### src/include/dbg_cfg.svh
// debug module constants
// DMI register map, dmstatus version, abstract data count and command types

`ifndef DBG_CFG_SVH
`define DBG_CFG_SVH

// ************************************************************
// DMI register addresses
// ************************************************************
`define DBG_ADDR_DATA0       7'h04
`define DBG_ADDR_DATA1       7'h05
`define DBG_ADDR_DMCONTROL   7'h10
`define DBG_ADDR_DMSTATUS    7'h11
`define DBG_ADDR_ABSTRACTCS  7'h16
`define DBG_ADDR_COMMAND     7'h17
`define DBG_ADDR_HALTSUM0    7'h40

// ************************************************************
// status fields and abstract command types
// ************************************************************
`define DBG_VERSION          4'd2    // debug spec 0.13
`define DBG_DATACOUNT        4'd2    // data0 and data1

`define DBG_CMDTYPE_REG      8'd0    // access register
`define DBG_CMDTYPE_MEM      8'd2    // access memory

`endif

### src/source/dbg_pkg.sv
// debug module types
// DMI request, dmcontrol bits, core interface and the two views of the command word

package dbg_pkg;

   // one DMI access from the JTAG side
   typedef struct packed {
      logic        en;       // access strobe, read or write
      logic        wr_en;
      logic [6:0]  addr;
      logic [31:0] wdata;
   } dmi_req_t;

   // implemented dmcontrol bits, in register order
   typedef struct packed {
      logic haltreq;         // bit 31
      logic resumereq;       // bit 30
      logic haltreset;       // bit 29
      logic ackhavereset;    // bit 28
      logic ndmreset;        // bit 1
      logic dmactive;        // bit 0
   } dmcontrol_t;

   typedef struct packed {
      logic debug_mode;
      logic halted;
      logic mpc_halted_only; // halted by MPC, not by the debugger
      logic resume_ack;      // single cycle
   } core_status_t;

   typedef struct packed {
      logic        valid;
      logic        write;
      logic [1:0]  cmd_type; // 0 gpr, 1 csr, 2 memory
      logic [1:0]  size;
      logic [31:0] addr;
      logic [31:0] wrdata;
   } dbg_cmd_t;

   typedef struct packed {
      logic        done;
      logic        fail;     // exception while running the command
      logic [31:0] rddata;
   } core_rsp_t;

   // ************************************************************
   // command register layouts
   // ************************************************************
   typedef struct packed {
      logic [7:0]  cmdtype;
      logic        rsvd;
      logic [2:0]  size;
      logic        postincrement;
      logic        postexec;
      logic        transfer;
      logic        write;
      logic [15:0] regno;
   } access_reg_t;

   typedef struct packed {
      logic [7:0]  cmdtype;
      logic        aamvirtual;
      logic [2:0]  aamsize;
      logic        aampostincrement;
      logic [1:0]  rsvd0;
      logic        write;
      logic [1:0]  target_specific;
      logic [13:0] rsvd1;
   } access_mem_t;

   typedef union packed {
      access_reg_t reg_cmd;
      access_mem_t mem_cmd;
   } command_u;

   typedef enum logic [2:0] {
      NONE          = 3'd0,
      BUSY          = 3'd1,
      NOT_SUPPORTED = 3'd2,
      EXCEPTION     = 3'd3,
      HALT_RESUME   = 3'd4,
      BUS           = 3'd7
   } cmderr_e;

   typedef enum logic [2:0] {
      IDLE      = 3'd0,
      HALTING   = 3'd1,
      HALTED    = 3'd2,
      CMD_START = 3'd3,
      CMD_WAIT  = 3'd4,
      CMD_DONE  = 3'd5,
      RESUMING  = 3'd6
   } dbg_state_e;

endpackage

### src/source/abstract_regs.sv
// abstract command registers
// command, abstractcs, data0 and data1, with cmderr detection and the
// command decode toward the core

`include "dbg_cfg.svh"

module abstract_regs import dbg_pkg::*; (
   input  logic        clk,
   input  logic        arst_n,
   input  dmi_req_t    dmi,
   input  logic        dm_active,
   input  dbg_state_e  state,
   input  core_rsp_t   core_rsp,
   input  logic        dma_dbg_ready,
   input  logic        busy_set,
   input  logic        busy_clr,
   output logic        cmd_wr_ok,
   output cmderr_e     cmderr,
   output logic        busy,
   output logic [31:0] data0,
   output logic [31:0] data1,
   output command_u    command,
   output dbg_cmd_t    dbg_cmd,
   output logic        dbg_dma_bubble
);

   logic     dmi_wr;
   logic     cmd_wr;
   logic     acs_wr;
   logic     data0_wr;
   logic     data1_wr;
   logic     data0_rd_ld;
   logic     busy_access;
   command_u new_cmd;
   logic     new_cmd_legal;
   logic     new_cmd_bus_err;
   logic     mem_cmd;
   cmderr_e  cmderr_d;

   assign dmi_wr    = dmi.en & dmi.wr_en;
   assign cmd_wr    = dmi_wr & (dmi.addr == `DBG_ADDR_COMMAND);
   assign acs_wr    = dmi_wr & (dmi.addr == `DBG_ADDR_ABSTRACTCS);
   assign cmd_wr_ok = cmd_wr & (state == HALTED);

   assign data0_wr    = dmi_wr & (dmi.addr == `DBG_ADDR_DATA0) & (state == HALTED);
   assign data1_wr    = dmi_wr & (dmi.addr == `DBG_ADDR_DATA1) & (state == HALTED);
   assign data0_rd_ld = core_rsp.done & (state == CMD_WAIT) & ~command.reg_cmd.write;

   // ************************************************************
   // cmderr detection
   // ************************************************************
   assign new_cmd       = dmi.wdata;
   assign new_cmd_legal = (new_cmd.reg_cmd.cmdtype == `DBG_CMDTYPE_REG) |
                          (new_cmd.mem_cmd.cmdtype == `DBG_CMDTYPE_MEM);

   // misaligned data1, or a size other than byte, halfword or word
   assign new_cmd_bus_err = (new_cmd.mem_cmd.cmdtype == `DBG_CMDTYPE_MEM) &
                            (((new_cmd.mem_cmd.aamsize == 3'd1) & data1[0]) |
                             ((new_cmd.mem_cmd.aamsize == 3'd2) & (|data1[1:0])) |
                             (new_cmd.mem_cmd.aamsize > 3'd2));

   // touching command, abstractcs or data0 while a command runs
   assign busy_access = busy & dmi.en &
                        ((cmd_wr | acs_wr) | (dmi.addr == `DBG_ADDR_DATA0));

   always_comb begin
      if (busy_access) begin
         cmderr_d = BUSY;
      end else if (cmd_wr & ~new_cmd_legal) begin
         cmderr_d = NOT_SUPPORTED;
      end else if (core_rsp.done & core_rsp.fail) begin
         cmderr_d = EXCEPTION;
      end else if (cmd_wr & (state != HALTED)) begin
         cmderr_d = HALT_RESUME;
      end else if (cmd_wr & new_cmd_bus_err) begin
         cmderr_d = BUS;
      end else if (acs_wr) begin
         cmderr_d = cmderr_e'(cmderr & ~dmi.wdata[10:8]);  // write one to clear
      end else begin
         cmderr_d = cmderr;
      end
   end

   always_ff @(posedge clk or negedge arst_n) begin
      if (!arst_n) begin
         busy   <= 1'b0;
         cmderr <= NONE;
      end else if (!dm_active) begin
         busy   <= 1'b0;
         cmderr <= NONE;
      end else begin
         if (busy_set) begin
            busy <= 1'b1;
         end else if (busy_clr) begin
            busy <= 1'b0;
         end
         cmderr <= cmderr_d;
      end
   end

   // command and data words
   always_ff @(posedge clk) begin
      if (!dm_active) begin
         command <= '0;
         data0   <= '0;
         data1   <= '0;
      end else begin
         if (cmd_wr_ok) begin
            command <= new_cmd;
         end
         if (data0_wr) begin
            data0 <= dmi.wdata;
         end else if (data0_rd_ld) begin
            data0 <= core_rsp.rddata;            // register or memory read result
         end
         if (data1_wr) begin
            data1 <= dmi.wdata;
         end
      end
   end

   // ************************************************************
   // command toward the core
   // ************************************************************
   assign mem_cmd = (command.mem_cmd.cmdtype == `DBG_CMDTYPE_MEM);

   assign dbg_cmd.valid    = (state == CMD_START) & (cmderr == NONE) & dma_dbg_ready;
   assign dbg_cmd.write    = command.reg_cmd.write;
   assign dbg_cmd.cmd_type = mem_cmd ? 2'd2 : {1'b0, (command.reg_cmd.regno[15:12] == 4'h0)};
   assign dbg_cmd.size     = command.mem_cmd.aamsize[1:0];
   assign dbg_cmd.addr     = mem_cmd ? {data1[31:2], 2'b00} :   // word aligned memory address
                                       {20'h0, command.reg_cmd.regno[11:0]};
   assign dbg_cmd.wrdata   = data0;

   // keep DMA off the bus from command start until the core answers
   assign dbg_dma_bubble = ((state == CMD_START) & (cmderr == NONE)) | (state == CMD_WAIT);

endmodule

### src/source/dbg_fsm.sv
// debug state machine
// runs the halt, abstract command and resume sequence and
// generates the halt and resume requests to the core

module dbg_fsm import dbg_pkg::*; (
   input  logic         clk,
   input  logic         arst_n,
   input  logic         dm_active,
   input  dmcontrol_t   ctrl,
   input  logic         ctrl_wr_q,
   input  logic         halted,
   input  logic         resume_ack,
   input  core_status_t core_status,
   input  logic         cmd_wr_ok,
   input  cmderr_e      cmderr,
   input  logic         dbg_cmd_valid,
   input  logic         core_done,
   output dbg_state_e   state,
   output logic         busy_set,
   output logic         busy_clr,
   output logic         dbg_halt_req,
   output logic         dbg_resume_req
);

   dbg_state_e next_state;
   logic       state_en;
   logic       halt_seen;    // halted by the debugger or by MPC
   logic       resume_wr;

   assign halt_seen = halted | core_status.mpc_halted_only;
   assign resume_wr = ctrl_wr_q & ctrl.resumereq & ~ctrl.haltreq;

   always_comb begin
      next_state     = IDLE;
      state_en       = 1'b0;
      busy_set       = 1'b0;
      busy_clr       = 1'b0;
      dbg_halt_req   = ctrl_wr_q & ctrl.haltreq;    // pulse after a haltreq write
      dbg_resume_req = 1'b0;
      case (state)
         IDLE: begin
            next_state   = halt_seen ? HALTED : HALTING;
            state_en     = ((ctrl.haltreq & ~core_status.debug_mode) | halt_seen) &
                           ~ctrl.ndmreset;
            dbg_halt_req = ctrl.haltreq;             // level while idle
         end
         HALTING: begin
            next_state = HALTED;
            state_en   = halted;
         end
         HALTED: begin
            if (ctrl.ndmreset | ~halt_seen) begin
               // core being reset or no longer halted
               next_state = ctrl.haltreq ? HALTING : IDLE;
               state_en   = 1'b1;
            end else if (halted & cmd_wr_ok) begin
               next_state = CMD_START;
               state_en   = 1'b1;
               busy_set   = 1'b1;
            end else if (halted & resume_wr) begin
               next_state     = RESUMING;
               state_en       = 1'b1;
               dbg_resume_req = 1'b1;
            end
         end
         CMD_START: begin
            next_state = (cmderr != NONE) ? CMD_DONE : CMD_WAIT;
            state_en   = dbg_cmd_valid | (cmderr != NONE);   // waits on dma_dbg_ready
         end
         CMD_WAIT: begin
            next_state = CMD_DONE;
            state_en   = core_done;
         end
         CMD_DONE: begin
            next_state = HALTED;
            state_en   = 1'b1;
            busy_clr   = 1'b1;
         end
         RESUMING: begin
            next_state = IDLE;
            state_en   = resume_ack;                 // dmstatus resumeack now set
         end
         default: begin
            next_state = IDLE;
            state_en   = 1'b1;
         end
      endcase
   end

   always_ff @(posedge clk or negedge arst_n) begin
      if (!arst_n) begin
         state <= IDLE;
      end else if (!dm_active) begin
         state <= IDLE;
      end else if (state_en) begin
         state <= next_state;
      end
   end

endmodule

### src/source/dbg_top.sv
// debug module top
// bridges DMI register accesses to the core's halt, resume and abstract command ports

module dbg_top import dbg_pkg::*; (
   input  logic         clk,
   input  logic         arst_n,
   input  dmi_req_t     dmi,
   input  core_status_t core_status,
   input  core_rsp_t    core_rsp,
   input  logic         dma_dbg_ready,
   output logic [31:0]  dmi_reg_rdata,
   output dbg_cmd_t     dbg_cmd,
   output logic         dbg_halt_req,
   output logic         dbg_resume_req,
   output logic         dbg_dma_bubble,
   output logic         dbg_core_rst_n
);

   dmcontrol_t  ctrl;
   logic        ctrl_wr_q;
   logic        dm_active;
   logic        halted;
   logic        resume_ack;
   logic        havereset;
   logic        cmd_wr_ok;
   cmderr_e     cmderr;
   logic        busy;
   logic [31:0] data0;
   logic [31:0] data1;
   command_u    command;
   dbg_state_e  state;
   logic        busy_set;
   logic        busy_clr;

   dm_control i_dm_control (
      .clk            (clk),
      .arst_n         (arst_n),
      .dmi            (dmi),
      .core_status    (core_status),
      .state          (state),
      .ctrl           (ctrl),
      .ctrl_wr_q      (ctrl_wr_q),
      .dm_active      (dm_active),
      .halted         (halted),
      .resume_ack     (resume_ack),
      .havereset      (havereset),
      .dbg_core_rst_n (dbg_core_rst_n)
   );

   abstract_regs i_abstract_regs (
      .clk            (clk),
      .arst_n         (arst_n),
      .dmi            (dmi),
      .dm_active      (dm_active),
      .state          (state),
      .core_rsp       (core_rsp),
      .dma_dbg_ready  (dma_dbg_ready),
      .busy_set       (busy_set),
      .busy_clr       (busy_clr),
      .cmd_wr_ok      (cmd_wr_ok),
      .cmderr         (cmderr),
      .busy           (busy),
      .data0          (data0),
      .data1          (data1),
      .command        (command),
      .dbg_cmd        (dbg_cmd),
      .dbg_dma_bubble (dbg_dma_bubble)
   );

   dbg_fsm i_dbg_fsm (
      .clk            (clk),
      .arst_n         (arst_n),
      .dm_active      (dm_active),
      .ctrl           (ctrl),
      .ctrl_wr_q      (ctrl_wr_q),
      .halted         (halted),
      .resume_ack     (resume_ack),
      .core_status    (core_status),
      .cmd_wr_ok      (cmd_wr_ok),
      .cmderr         (cmderr),
      .dbg_cmd_valid  (dbg_cmd.valid),
      .core_done      (core_rsp.done),
      .state          (state),
      .busy_set       (busy_set),
      .busy_clr       (busy_clr),
      .dbg_halt_req   (dbg_halt_req),
      .dbg_resume_req (dbg_resume_req)
   );

   dmi_read i_dmi_read (
      .clk            (clk),
      .arst_n         (arst_n),
      .dmi            (dmi),
      .ctrl           (ctrl),
      .halted         (halted),
      .resume_ack     (resume_ack),
      .havereset      (havereset),
      .cmderr         (cmderr),
      .busy           (busy),
      .command        (command),
      .data0          (data0),
      .data1          (data1),
      .dmi_reg_rdata  (dmi_reg_rdata)
   );

endmodule

### src/source/dm_control.sv
// debug module control and status
// holds dmcontrol, the registered halted and resumeack status and havereset,
// and drives the non-debug-module reset to the core

`include "dbg_cfg.svh"

module dm_control import dbg_pkg::*; (
   input  logic         clk,
   input  logic         arst_n,
   input  dmi_req_t     dmi,
   input  core_status_t core_status,
   input  dbg_state_e   state,
   output dmcontrol_t   ctrl,
   output logic         ctrl_wr_q,
   output logic         dm_active,
   output logic         halted,
   output logic         resume_ack,
   output logic         havereset,
   output logic         dbg_core_rst_n
);

   logic       ctrl_wr;
   dmcontrol_t wr_val;
   logic       resume_ack_set;

   assign ctrl_wr = dmi.en & dmi.wr_en & (dmi.addr == `DBG_ADDR_DMCONTROL);

   // only six bits of dmcontrol are implemented
   assign wr_val = {dmi.wdata[31:28], dmi.wdata[1:0]};

   assign resume_ack_set = (state == RESUMING) & core_status.resume_ack;

   // ************************************************************
   // dmcontrol and status registers
   // ************************************************************
   always_ff @(posedge clk or negedge arst_n) begin
      if (!arst_n) begin
         ctrl       <= '0;
         ctrl_wr_q  <= 1'b0;
         halted     <= 1'b0;
         resume_ack <= 1'b0;
         havereset  <= 1'b0;
      end else begin
         if (ctrl_wr) begin
            ctrl.dmactive <= wr_val.dmactive;  // only power-on reset clears it
         end
         if (!dm_active) begin
            ctrl[5:1]  <= '0;                  // debug module held in reset
            ctrl_wr_q  <= 1'b0;
            halted     <= 1'b0;
            resume_ack <= 1'b0;
            havereset  <= 1'b0;
         end else begin
            if (ctrl_wr) begin
               ctrl[5:1] <= wr_val[5:1];
            end
            ctrl_wr_q <= ctrl_wr;
            halted    <= core_status.halted & ~core_status.mpc_halted_only;

            // resumeack holds until the debugger drops resumereq
            if (resume_ack_set) begin
               resume_ack <= 1'b1;
            end else if (!ctrl.resumereq) begin
               resume_ack <= 1'b0;
            end

            if (ctrl_wr & wr_val.ackhavereset) begin
               havereset <= 1'b0;
            end else if (ctrl_wr & wr_val.ndmreset) begin
               havereset <= 1'b1;
            end
         end
      end
   end

   assign dm_active      = ctrl.dmactive;
   assign dbg_core_rst_n = ~ctrl.ndmreset;

endmodule

### src/source/dmi_read.sv
// DMI read path
// builds dmcontrol, dmstatus, abstractcs and haltsum0 images,
// selects one by address and registers it on each access

`include "dbg_cfg.svh"

module dmi_read import dbg_pkg::*; (
   input  logic        clk,
   input  logic        arst_n,
   input  dmi_req_t    dmi,
   input  dmcontrol_t  ctrl,
   input  logic        halted,
   input  logic        resume_ack,
   input  logic        havereset,
   input  cmderr_e     cmderr,
   input  logic        busy,
   input  command_u    command,
   input  logic [31:0] data0,
   input  logic [31:0] data1,
   output logic [31:0] dmi_reg_rdata
);

   logic [31:0] dmcontrol_w;
   logic [31:0] dmstatus_w;
   logic [31:0] abstractcs_w;
   logic [31:0] haltsum0_w;
   logic [31:0] rdata_d;

   assign dmcontrol_w = {ctrl.haltreq, ctrl.resumereq, ctrl.haltreset, ctrl.ackhavereset,
                         26'h0, ctrl.ndmreset, ctrl.dmactive};

   // all* and any* pairs read the same bit, there is one hart
   assign dmstatus_w = {12'h0, {2{havereset}}, {2{resume_ack}}, 6'h0, {2{halted}},
                        1'b1, 3'h0, `DBG_VERSION};           // bit 7 authenticated

   assign abstractcs_w = {19'h0, busy, 1'b0, cmderr, 4'h0, `DBG_DATACOUNT};
   assign haltsum0_w   = {31'h0, halted};

   always_comb begin
      case (dmi.addr)
         `DBG_ADDR_DATA0:      rdata_d = data0;
         `DBG_ADDR_DATA1:      rdata_d = data1;
         `DBG_ADDR_DMCONTROL:  rdata_d = dmcontrol_w;
         `DBG_ADDR_DMSTATUS:   rdata_d = dmstatus_w;
         `DBG_ADDR_ABSTRACTCS: rdata_d = abstractcs_w;
         `DBG_ADDR_COMMAND:    rdata_d = command;
         `DBG_ADDR_HALTSUM0:   rdata_d = haltsum0_w;
         default:              rdata_d = '0;
      endcase
   end

   always_ff @(posedge clk or negedge arst_n) begin
      if (!arst_n) begin
         dmi_reg_rdata <= '0;
      end else if (dmi.en) begin
         dmi_reg_rdata <= rdata_d;    // held between accesses
      end
   end

endmodule

### config.mk
export PLATFORM = sky130hd
export DESIGN_NAME = dbg_top
export DESIGN_NICKNAME = d
export VERILOG_FILES = /design/src/source/dbg_pkg.sv /design/src/source/abstract_regs.sv /design/src/source/dbg_fsm.sv /design/src/source/dbg_top.sv /design/src/source/dm_control.sv /design/src/source/dmi_read.sv
export VERILOG_INCLUDE_DIRS = /design/src /design/src/include
export SDC_FILE = /design/constraint.sdc
export NUM_CORES = 1
export LEC_CHECK = 0
export BUFFER_PORTS_ARGS = -buffer_cell sky130_fd_sc_hd__buf_4
export CORE_ASPECT_RATIO = 1.1
export CORE_MARGIN = 5
export CORE_UTILIZATION = 53
export DETAILED_ROUTE_END_ITERATION = 6
export GPL_TIMING_DRIVEN = 0
export PLACE_DENSITY_LB_ADDON = 0.1
export SLEW_MARGIN = 10
export SYNTH_ARGS = -nofsm -noshare
export SYNTH_HDL_FRONTEND = slang
export SYNTH_SLANG_ARGS = --single-unit
### constraint.sdc
create_clock -name clk -period 2.6 [get_ports clk]
set_input_delay 0.52 -clock clk [delete_from_list [all_inputs] [get_ports clk]]
set_output_delay 0.52 -clock clk [all_outputs]
set_load 0.01 [all_outputs]
; Word-level counts from Yosys, hierarchy flattened
; Index checks and enable logic that the tools add are counted.
; W data, S select, Z words.
[word_totals]
reg_bits = 145
latchBits = 0
ramBits = 0
mem_bits_ro = 0
input_bits = 82
mem_count = 0
[classes]
addsub = 0
mul = 0
div_mod_pow = 0
magnitude_cmp = 1
eq_ne = 24
shifts = 0
n_mux = 46
bitwise = 52
n_reduce_logical = 8
[op_table]
columns = op, n
row1 = $pmux W32 S7, 1
row2 = $mux W32, 3
row3 = $mux W3, 12
row4 = $and A1 B1 Y1, 33
row5 = $eq A7 B5 Y1 const B, 4
row6 = $mux W1, 24
row7 = $eq A8 B2 Y1 const B, 2
row8 = $pmux W3 S5, 1
row9 = $eq A7 B3 Y1 const B, 2
row10 = $mux W5, 2
row11 = $or A1 B1 Y1, 10
row12 = $eq A3 B2 Y1 const B, 3
row13 = $eq A3 B3 Y1 const B, 3
row14 = $ne A3 B3 Y1 const B, 3
row15 = $logic_not A8 Y1, 1
row16 = $eq A7 B7 Y1 const B, 1
row17 = $ne A7 B1 Y1 const B, 1
row18 = $not A1 Y1, 7
row19 = $eq A3 B1 Y1 const B, 2
row20 = $logic_not A3 Y1, 2
row21 = $pmux W1 S6, 1
row22 = $logic_not A4 Y1, 1
row23 = $mux W2, 2
row24 = $reduce_or A2 Y1, 2
row25 = other kinds (8), 8

; Logic depth before layout (Yosys ltp)
[depth]
depth_word = 12
ltp_mapped = 8
ltp_nobuf = 6

; Modules after synthesis
; Synthesis repeated with hierarchy kept, for this count alone.
[hier_totals]
cells_unflattened = 871
hier_area_um2 = 7903.8
[by_module_without_submodules]
columns = mod, n_inst, cells_each, area_each_um2
row1 = abstract_regs, 1, 557, 4840.9
row2 = dmi_read, 1, 219, 2198.4
row3 = dm_control, 1, 42, 473.0
row4 = dbg_fsm, 1, 53, 391.6

; Worst setup path before layout
; OpenSTA, ideal clock, no wires.
[synth_timing]
kind = input to register
from = input port dmi[35] in the netlist's numbering
to = register i_abstract_regs.cmderr[1]
setup_ps = 64
arrival_time_ps = 2274
required_ps = 2536
setup_slack_ps = 261
cell_stages = 7
n_path_buf = 1
cell_sequence = or4b_1 > buf_2 > nor3_4 > or3b_1 > and3_1 > a221oi_2 > a21o_1
[synth_via]
elab_chain_cells = 9
elab_cells_between_ends = 18
classes_between = eq/ne: 4 / mux: 6 / bitwise: 8
[synth_lines]
columns = element, line
row1 = from (decl), dbg_top.sv:7  ; input dmi_req_t dmi,
row2 = $eq A7 B5 Y1, n/a
row3 = $and A1 B1 Y1, abstract_regs.sv:41  ; assign cmd_wr = dmi_wr & (dmi.addr == `DBG_ADDR_COMMAND);
row4 = $and A1 B1 Y1, abstract_regs.sv:75  ; end else if (cmd_wr & new_cmd_bus_err) begin
row5 = $mux W3, abstract_regs.sv:75
row6 = $mux W3, abstract_regs.sv:73  ; end else if (cmd_wr & (state != HALTED)) begin
row7 = $mux W3, abstract_regs.sv:71  ; end else if (core_rsp.done & core_rsp.fail) begin
row8 = $mux W3, abstract_regs.sv:69  ; end else if (cmd_wr & ~new_cmd_legal) begin
row9 = $mux W3, abstract_regs.sv:67  ; if (busy_access) begin
row10 = $mux W3, abstract_regs.sv:88  ; end else if (!dm_active) begin
row11 = to (signal assigned), abstract_regs.sv:97  ; cmderr <= cmderr_d;
row12 = to (decl), abstract_regs.sv:18  ; output cmderr_e cmderr,
; Parallel ways exist; a longest one is shown, timed or not.
; A chain may end at the register's enable or synchronous reset.

==> summary.md <==
| Metric | Value |
|---|---|
| Status | `complete, no violations` |
| CP cell instances | `nor4_2, and4b_2, buf_8, mux2_2, buf_4` |
| Area delta synth->final | `32.7%` |
| DP HPWL | `17.1 mm` |
| Max Fclk | `388 MHz` |
| Post-Route WL | `23.8 mm` |
| Critical Path Sink Type | `output pin` |
| CP arrival | `2.06 ns` |
| Slowest stage delay, CP | `0.36 ns` |
| Initial antenna violation count | `0` |
| Syn_nets | `892` |
| Number of synthesized flops with an enable pin | `0` |
| CP required | `2.08 ns` |
| Synthesized area per cell | `8.64 sq um` |
| CP max-delay cell | `mux2_2` |
| Grt ovf | `0` |
| Number of global-route vias before repair | `6,792` |
| Post-synthesis compound-gate area fraction | `0.178` |
| Slew headroom | `0.423` |
| Reg-to-reg startpoint | `i_dbg_fsm.state[2]$_DFFE_PN0P_` |
| Via density | `5.94` |
| Global-route wire length before repair | `36.4 mm` |
| Adder-cell area share of the yosys netlist | `0` |
| Worst hold path type | `in2async` |
| Critical path type | `reg2out` |
| Synth Area in Simple Gates | `0.201` |
| Top cells by area, synth | `dfxtp_1 (27%), dfrtp_1 (18%), nand2_1 (9.5%), mux2_2 (6.9%), mux2i_1 (5.7%)` |
| Setup crit start kind | `flip-flop` |
| Pre-Repair DR Iteration Count | `6` |
| Final hold viol count | `0` |
| Vias | `7,072` |
| CTS Buffer Depth | `2` |
| Crit path max-delay family | `simple AND/OR/NAND/NOR gates` |
| Worst-path clk slew | `0.06 ns` |
| Critical path buffers and inverters | `2` |
| H-tree depth | `4` |
| #FFs+latches synth | `145` |
| Worst vdd ir | `0.000518 V` |
| DRC viols | `0` |
| Die ar. | `15,600 sq um` |
| Port bufs | `187` |
| DRT antenna net count | `0` |
| Worst R2R Setup Slack | `0.13 ns` |
| Max-cap viol count | `0` |
| N_diodes | `0` |
| Post-synth cell types | `55` |
| Cells after Synth | `810` |
| Fill cells | `1,137` |
| Largest fanout on the critical path | `10` |
| Worst-Margin Slew | `0.865 ns` |
| Clock Skews | `0.00881 ns` |
| Cts bufs inserted | `17` |
| Register area share after synthesis | `0.450` |
| Area leader, netlist | `dfxtp_1` |
| Post-Synth XOR/XNOR Area | `0` |
| CP Depth | `5` |
| Setup violators final | `0` |
| Nets | `1,099` |
| FF+latch area | `3150 sq um` |
| Post-synth top area share | `0.275` |
| Largest family of logic cells by synthesized area | `simple AND/OR/NAND/NOR gates` |
| Finished Core Util | `0.709` |
| Final Slew Violations | `0` |
| Power per cell area | `753 nW/um^2` |
| Fin cells | `1,191` |
| RSZ-0062 raised after global routing | `true` |
| Post-synthesis mux area share | `0.126` |
| Final min period | `2.58 ns` |
| Largest net degree at the start of global routing | `50` |
| Starting DRT DRC Count | `593` |
| Period utilization | `0.993` |
| Synthesized area | `7000 sq um` |
| TritonCTS clock tree | `done` |
| Layout cells sized above 1 | `0.289` |
| Clk root buf | `clkbuf_16` |
| CORE AREA | `13,100 sq um` |
| Worst R2R Path Depth | `7` |
| I/O Pins | `188` |
| Clock Latency Late Sink | `0.43 ns` |
| Ys Warns | `0` |
| Site Rows | `44` |
| DIE WIDTH | `120 um` |
| Ys async rst share | `0.338` |
| Area taken by multi-input logic gates | `3580 sq um` |
| All-Layer GR Usage | `0.301` |
| CTS Hold Buffers Added | `0` |
| Lkg Pwr | `4.20 nW` |
| Initial Util | `0.534` |
| Mean routed wirelength per cell | `20.0 um` |
| GP Congestion | `0.932` |
| Primary FF master, synth | `dfxtp_1` |
| Clk sinks | `145` |
| R2r endpoint | `i_abstract_regs.data1[25]$_SDFFE_PN0P_` |
| Inst Count DP | `1,158` |
| Die height | `131 um` |
stage by stage:
stage	setup TNS (ns)	hold slack (ns)	instance area, sq um	worst slack (ns)	total power (W)
floorplan	0	0.224	7000	0.261	0.00368
global placement	-29.63	0.446	8610	-0.398	0.00448
detailed placement	-32.28	0.451	8610	-0.410	0.00450
CTS	0	0.175	9260	0.00416	0.00698
global route	-0.0808	0.208	9290	-0.0176	0.00727
finish	0	0.143	9290	0.0194	0.00699
logic make-up (layout without fill, tap and decap cells):
group                  after synthesis  in the layout
multiplexers                        83             83
AND/OR/NAND/NOR                    313            313
AO/OA/AOI/OAI                      195            195
flip-flops                         145            145
buffers and inverters               74            294
worst max-delay path by stage:
| stage | start | slack (ns) | end |
|---|---|---|---|
| 5_1_grt | i_abstract_regs.command[28]$_SDFFE_PN0N_ | -0.02 | dbg_cmd[41] |
| 3_3_place_gp | dmi[35] | -0.40 | i_abstract_regs.command[4]$_SDFFE_PN0N_ |
| 6_report | i_abstract_regs.command[28]$_SDFFE_PN0N_ | 0.02 | dbg_cmd[39] |
| 4_1_cts | dmi[35] | 0.004 | i_abstract_regs.command[11]$_SDFFE_PN0N_ |
| 2_1_floorplan | dmi[35] | 0.26 | i_abstract_regs.cmderr[1]$_DFFE_PN0P_ |
| 3_5_place_dp | dmi[35] | -0.41 | i_abstract_regs.command[11]$_SDFFE_PN0N_ |
metal layers:
layer,wire [um],global-route usage,vias to the layer above
met1,9650,0.383,3392
met5,0,0,-
met4,730,0.131,0
met3,2080,0.0702,50
li1,-,-,3265
met2,11300,0.494,365
what timing repair did:
action                     CTS  global route
setup buffers                2             1
pin swaps                    2             1
cloned                       0             0
gates resized for setup     10            21
setup endpoints to repair   85            68
layout make-up:
cell class | instances | share of cell area
flip-flops and latches | 145 | 0.339
clock buffers | 21 | 0.0517
clock inverters | 11 | 0.0136
multi-input cells | 591 | 0.386
well taps | 161 | 0.0217
repair buffers | 190 | 0.153
plain buffers | 63 | 0.0312
inverters | 9 | 0.00364
synthesized netlist by cell type (2+ instances only):
| cell | instances |
|---|---|
| clkbuf_1 | 53 |
| and2_1 | 21 |
| nand4_1 | 2 |
| o31ai_1 | 2 |
| a221o_1 | 10 |
| mux2i_1 | 40 |
| nor3b_1 | 3 |
| a221oi_1 | 4 |
| mux2_2 | 43 |
| buf_2 | 2 |
| or3_1 | 4 |
| inv_1 | 8 |
| nor4_1 | 5 |
| nand2_1 | 178 |
| nand3_1 | 8 |
| nor2_1 | 60 |
| a21o_1 | 2 |
| and3_1 | 6 |
| buf_1 | 2 |
| nand4b_1 | 2 |
| a22oi_1 | 22 |
| o2111ai_1 | 4 |
| dfrtp_1 | 49 |
| nor2b_1 | 4 |
| a211oi_1 | 32 |
| buf_4 | 8 |
| dfxtp_1 | 96 |
| o21ai_0 | 31 |
| a21oi_1 | 77 |
| nand2b_1 | 2 |
| nor3_1 | 6 |
worst reg2reg max path, stage by stage (launching register included):
cell and delay [ns]:
dfrtp_1 0.50, nor3b_2 0.44, and3_1 0.31, and3_1 0.17
clkbuf_1 0.24, clkbuf_1 0.44, nand2_1 0.10, a21oi_1 0.19
state kept, by name, summed over array words and instances (netlist names):
name	count
i_dbg_fsm.state	3
i_abstract_regs.data0	32
i_dm_control.resume_ack	1
i_dm_control.ctrl_wr_q	1
i_dm_control.dm_active	1
i_dm_control.halted	1
i_abstract_regs.cmderr	3
i_dm_control.ctrl	5
i_abstract_regs.command	32
i_dm_control.havereset	1
i_abstract_regs.data1	32
i_dmi_read.dmi_reg_rdata	32
i_abstract_regs.busy	1
cells in the final DEF (no fill, tap or decap), types with 3 or more instances in the layout:
| cell | count |
|---|---|
| a211oi_1 | 32 |
| a22oi_1 | 22 |
| clkbuf_1 | 42 |
| a221o_1 | 10 |
| or3_1 | 4 |
| nor3_1 | 6 |
| inv_1 | 8 |
| buf_4 | 198 |
| and2_1 | 21 |
| clkinvlp_4 | 4 |
| nor4_1 | 3 |
| mux2_2 | 42 |
| clkbuf_8 | 4 |
| nor2b_1 | 4 |
| nor4_2 | 3 |
| nand2_1 | 177 |
| a21oi_1 | 77 |
| a221oi_1 | 4 |
| and3_1 | 5 |
| o21ai_0 | 31 |
| clkbuf_2 | 8 |
| dfxtp_1 | 95 |
| o2111ai_1 | 4 |
| mux2i_1 | 40 |
| nor2_1 | 60 |
| nand3_1 | 8 |
| clkbuf_16 | 17 |
| dfrtp_1 | 49 |
report_power, final:
| group | leakage (nW) | internal [W] | switching [W] |
|---|---|---|---|
| logic | 2.47 | 0.000822 | 0.000827 |
| clock network | 0.288 | 0.00152 | 0.00100 |
| registers | 1.45 | 0.00254 | 0.000281 |
Power figures use the tool's default switching activity.
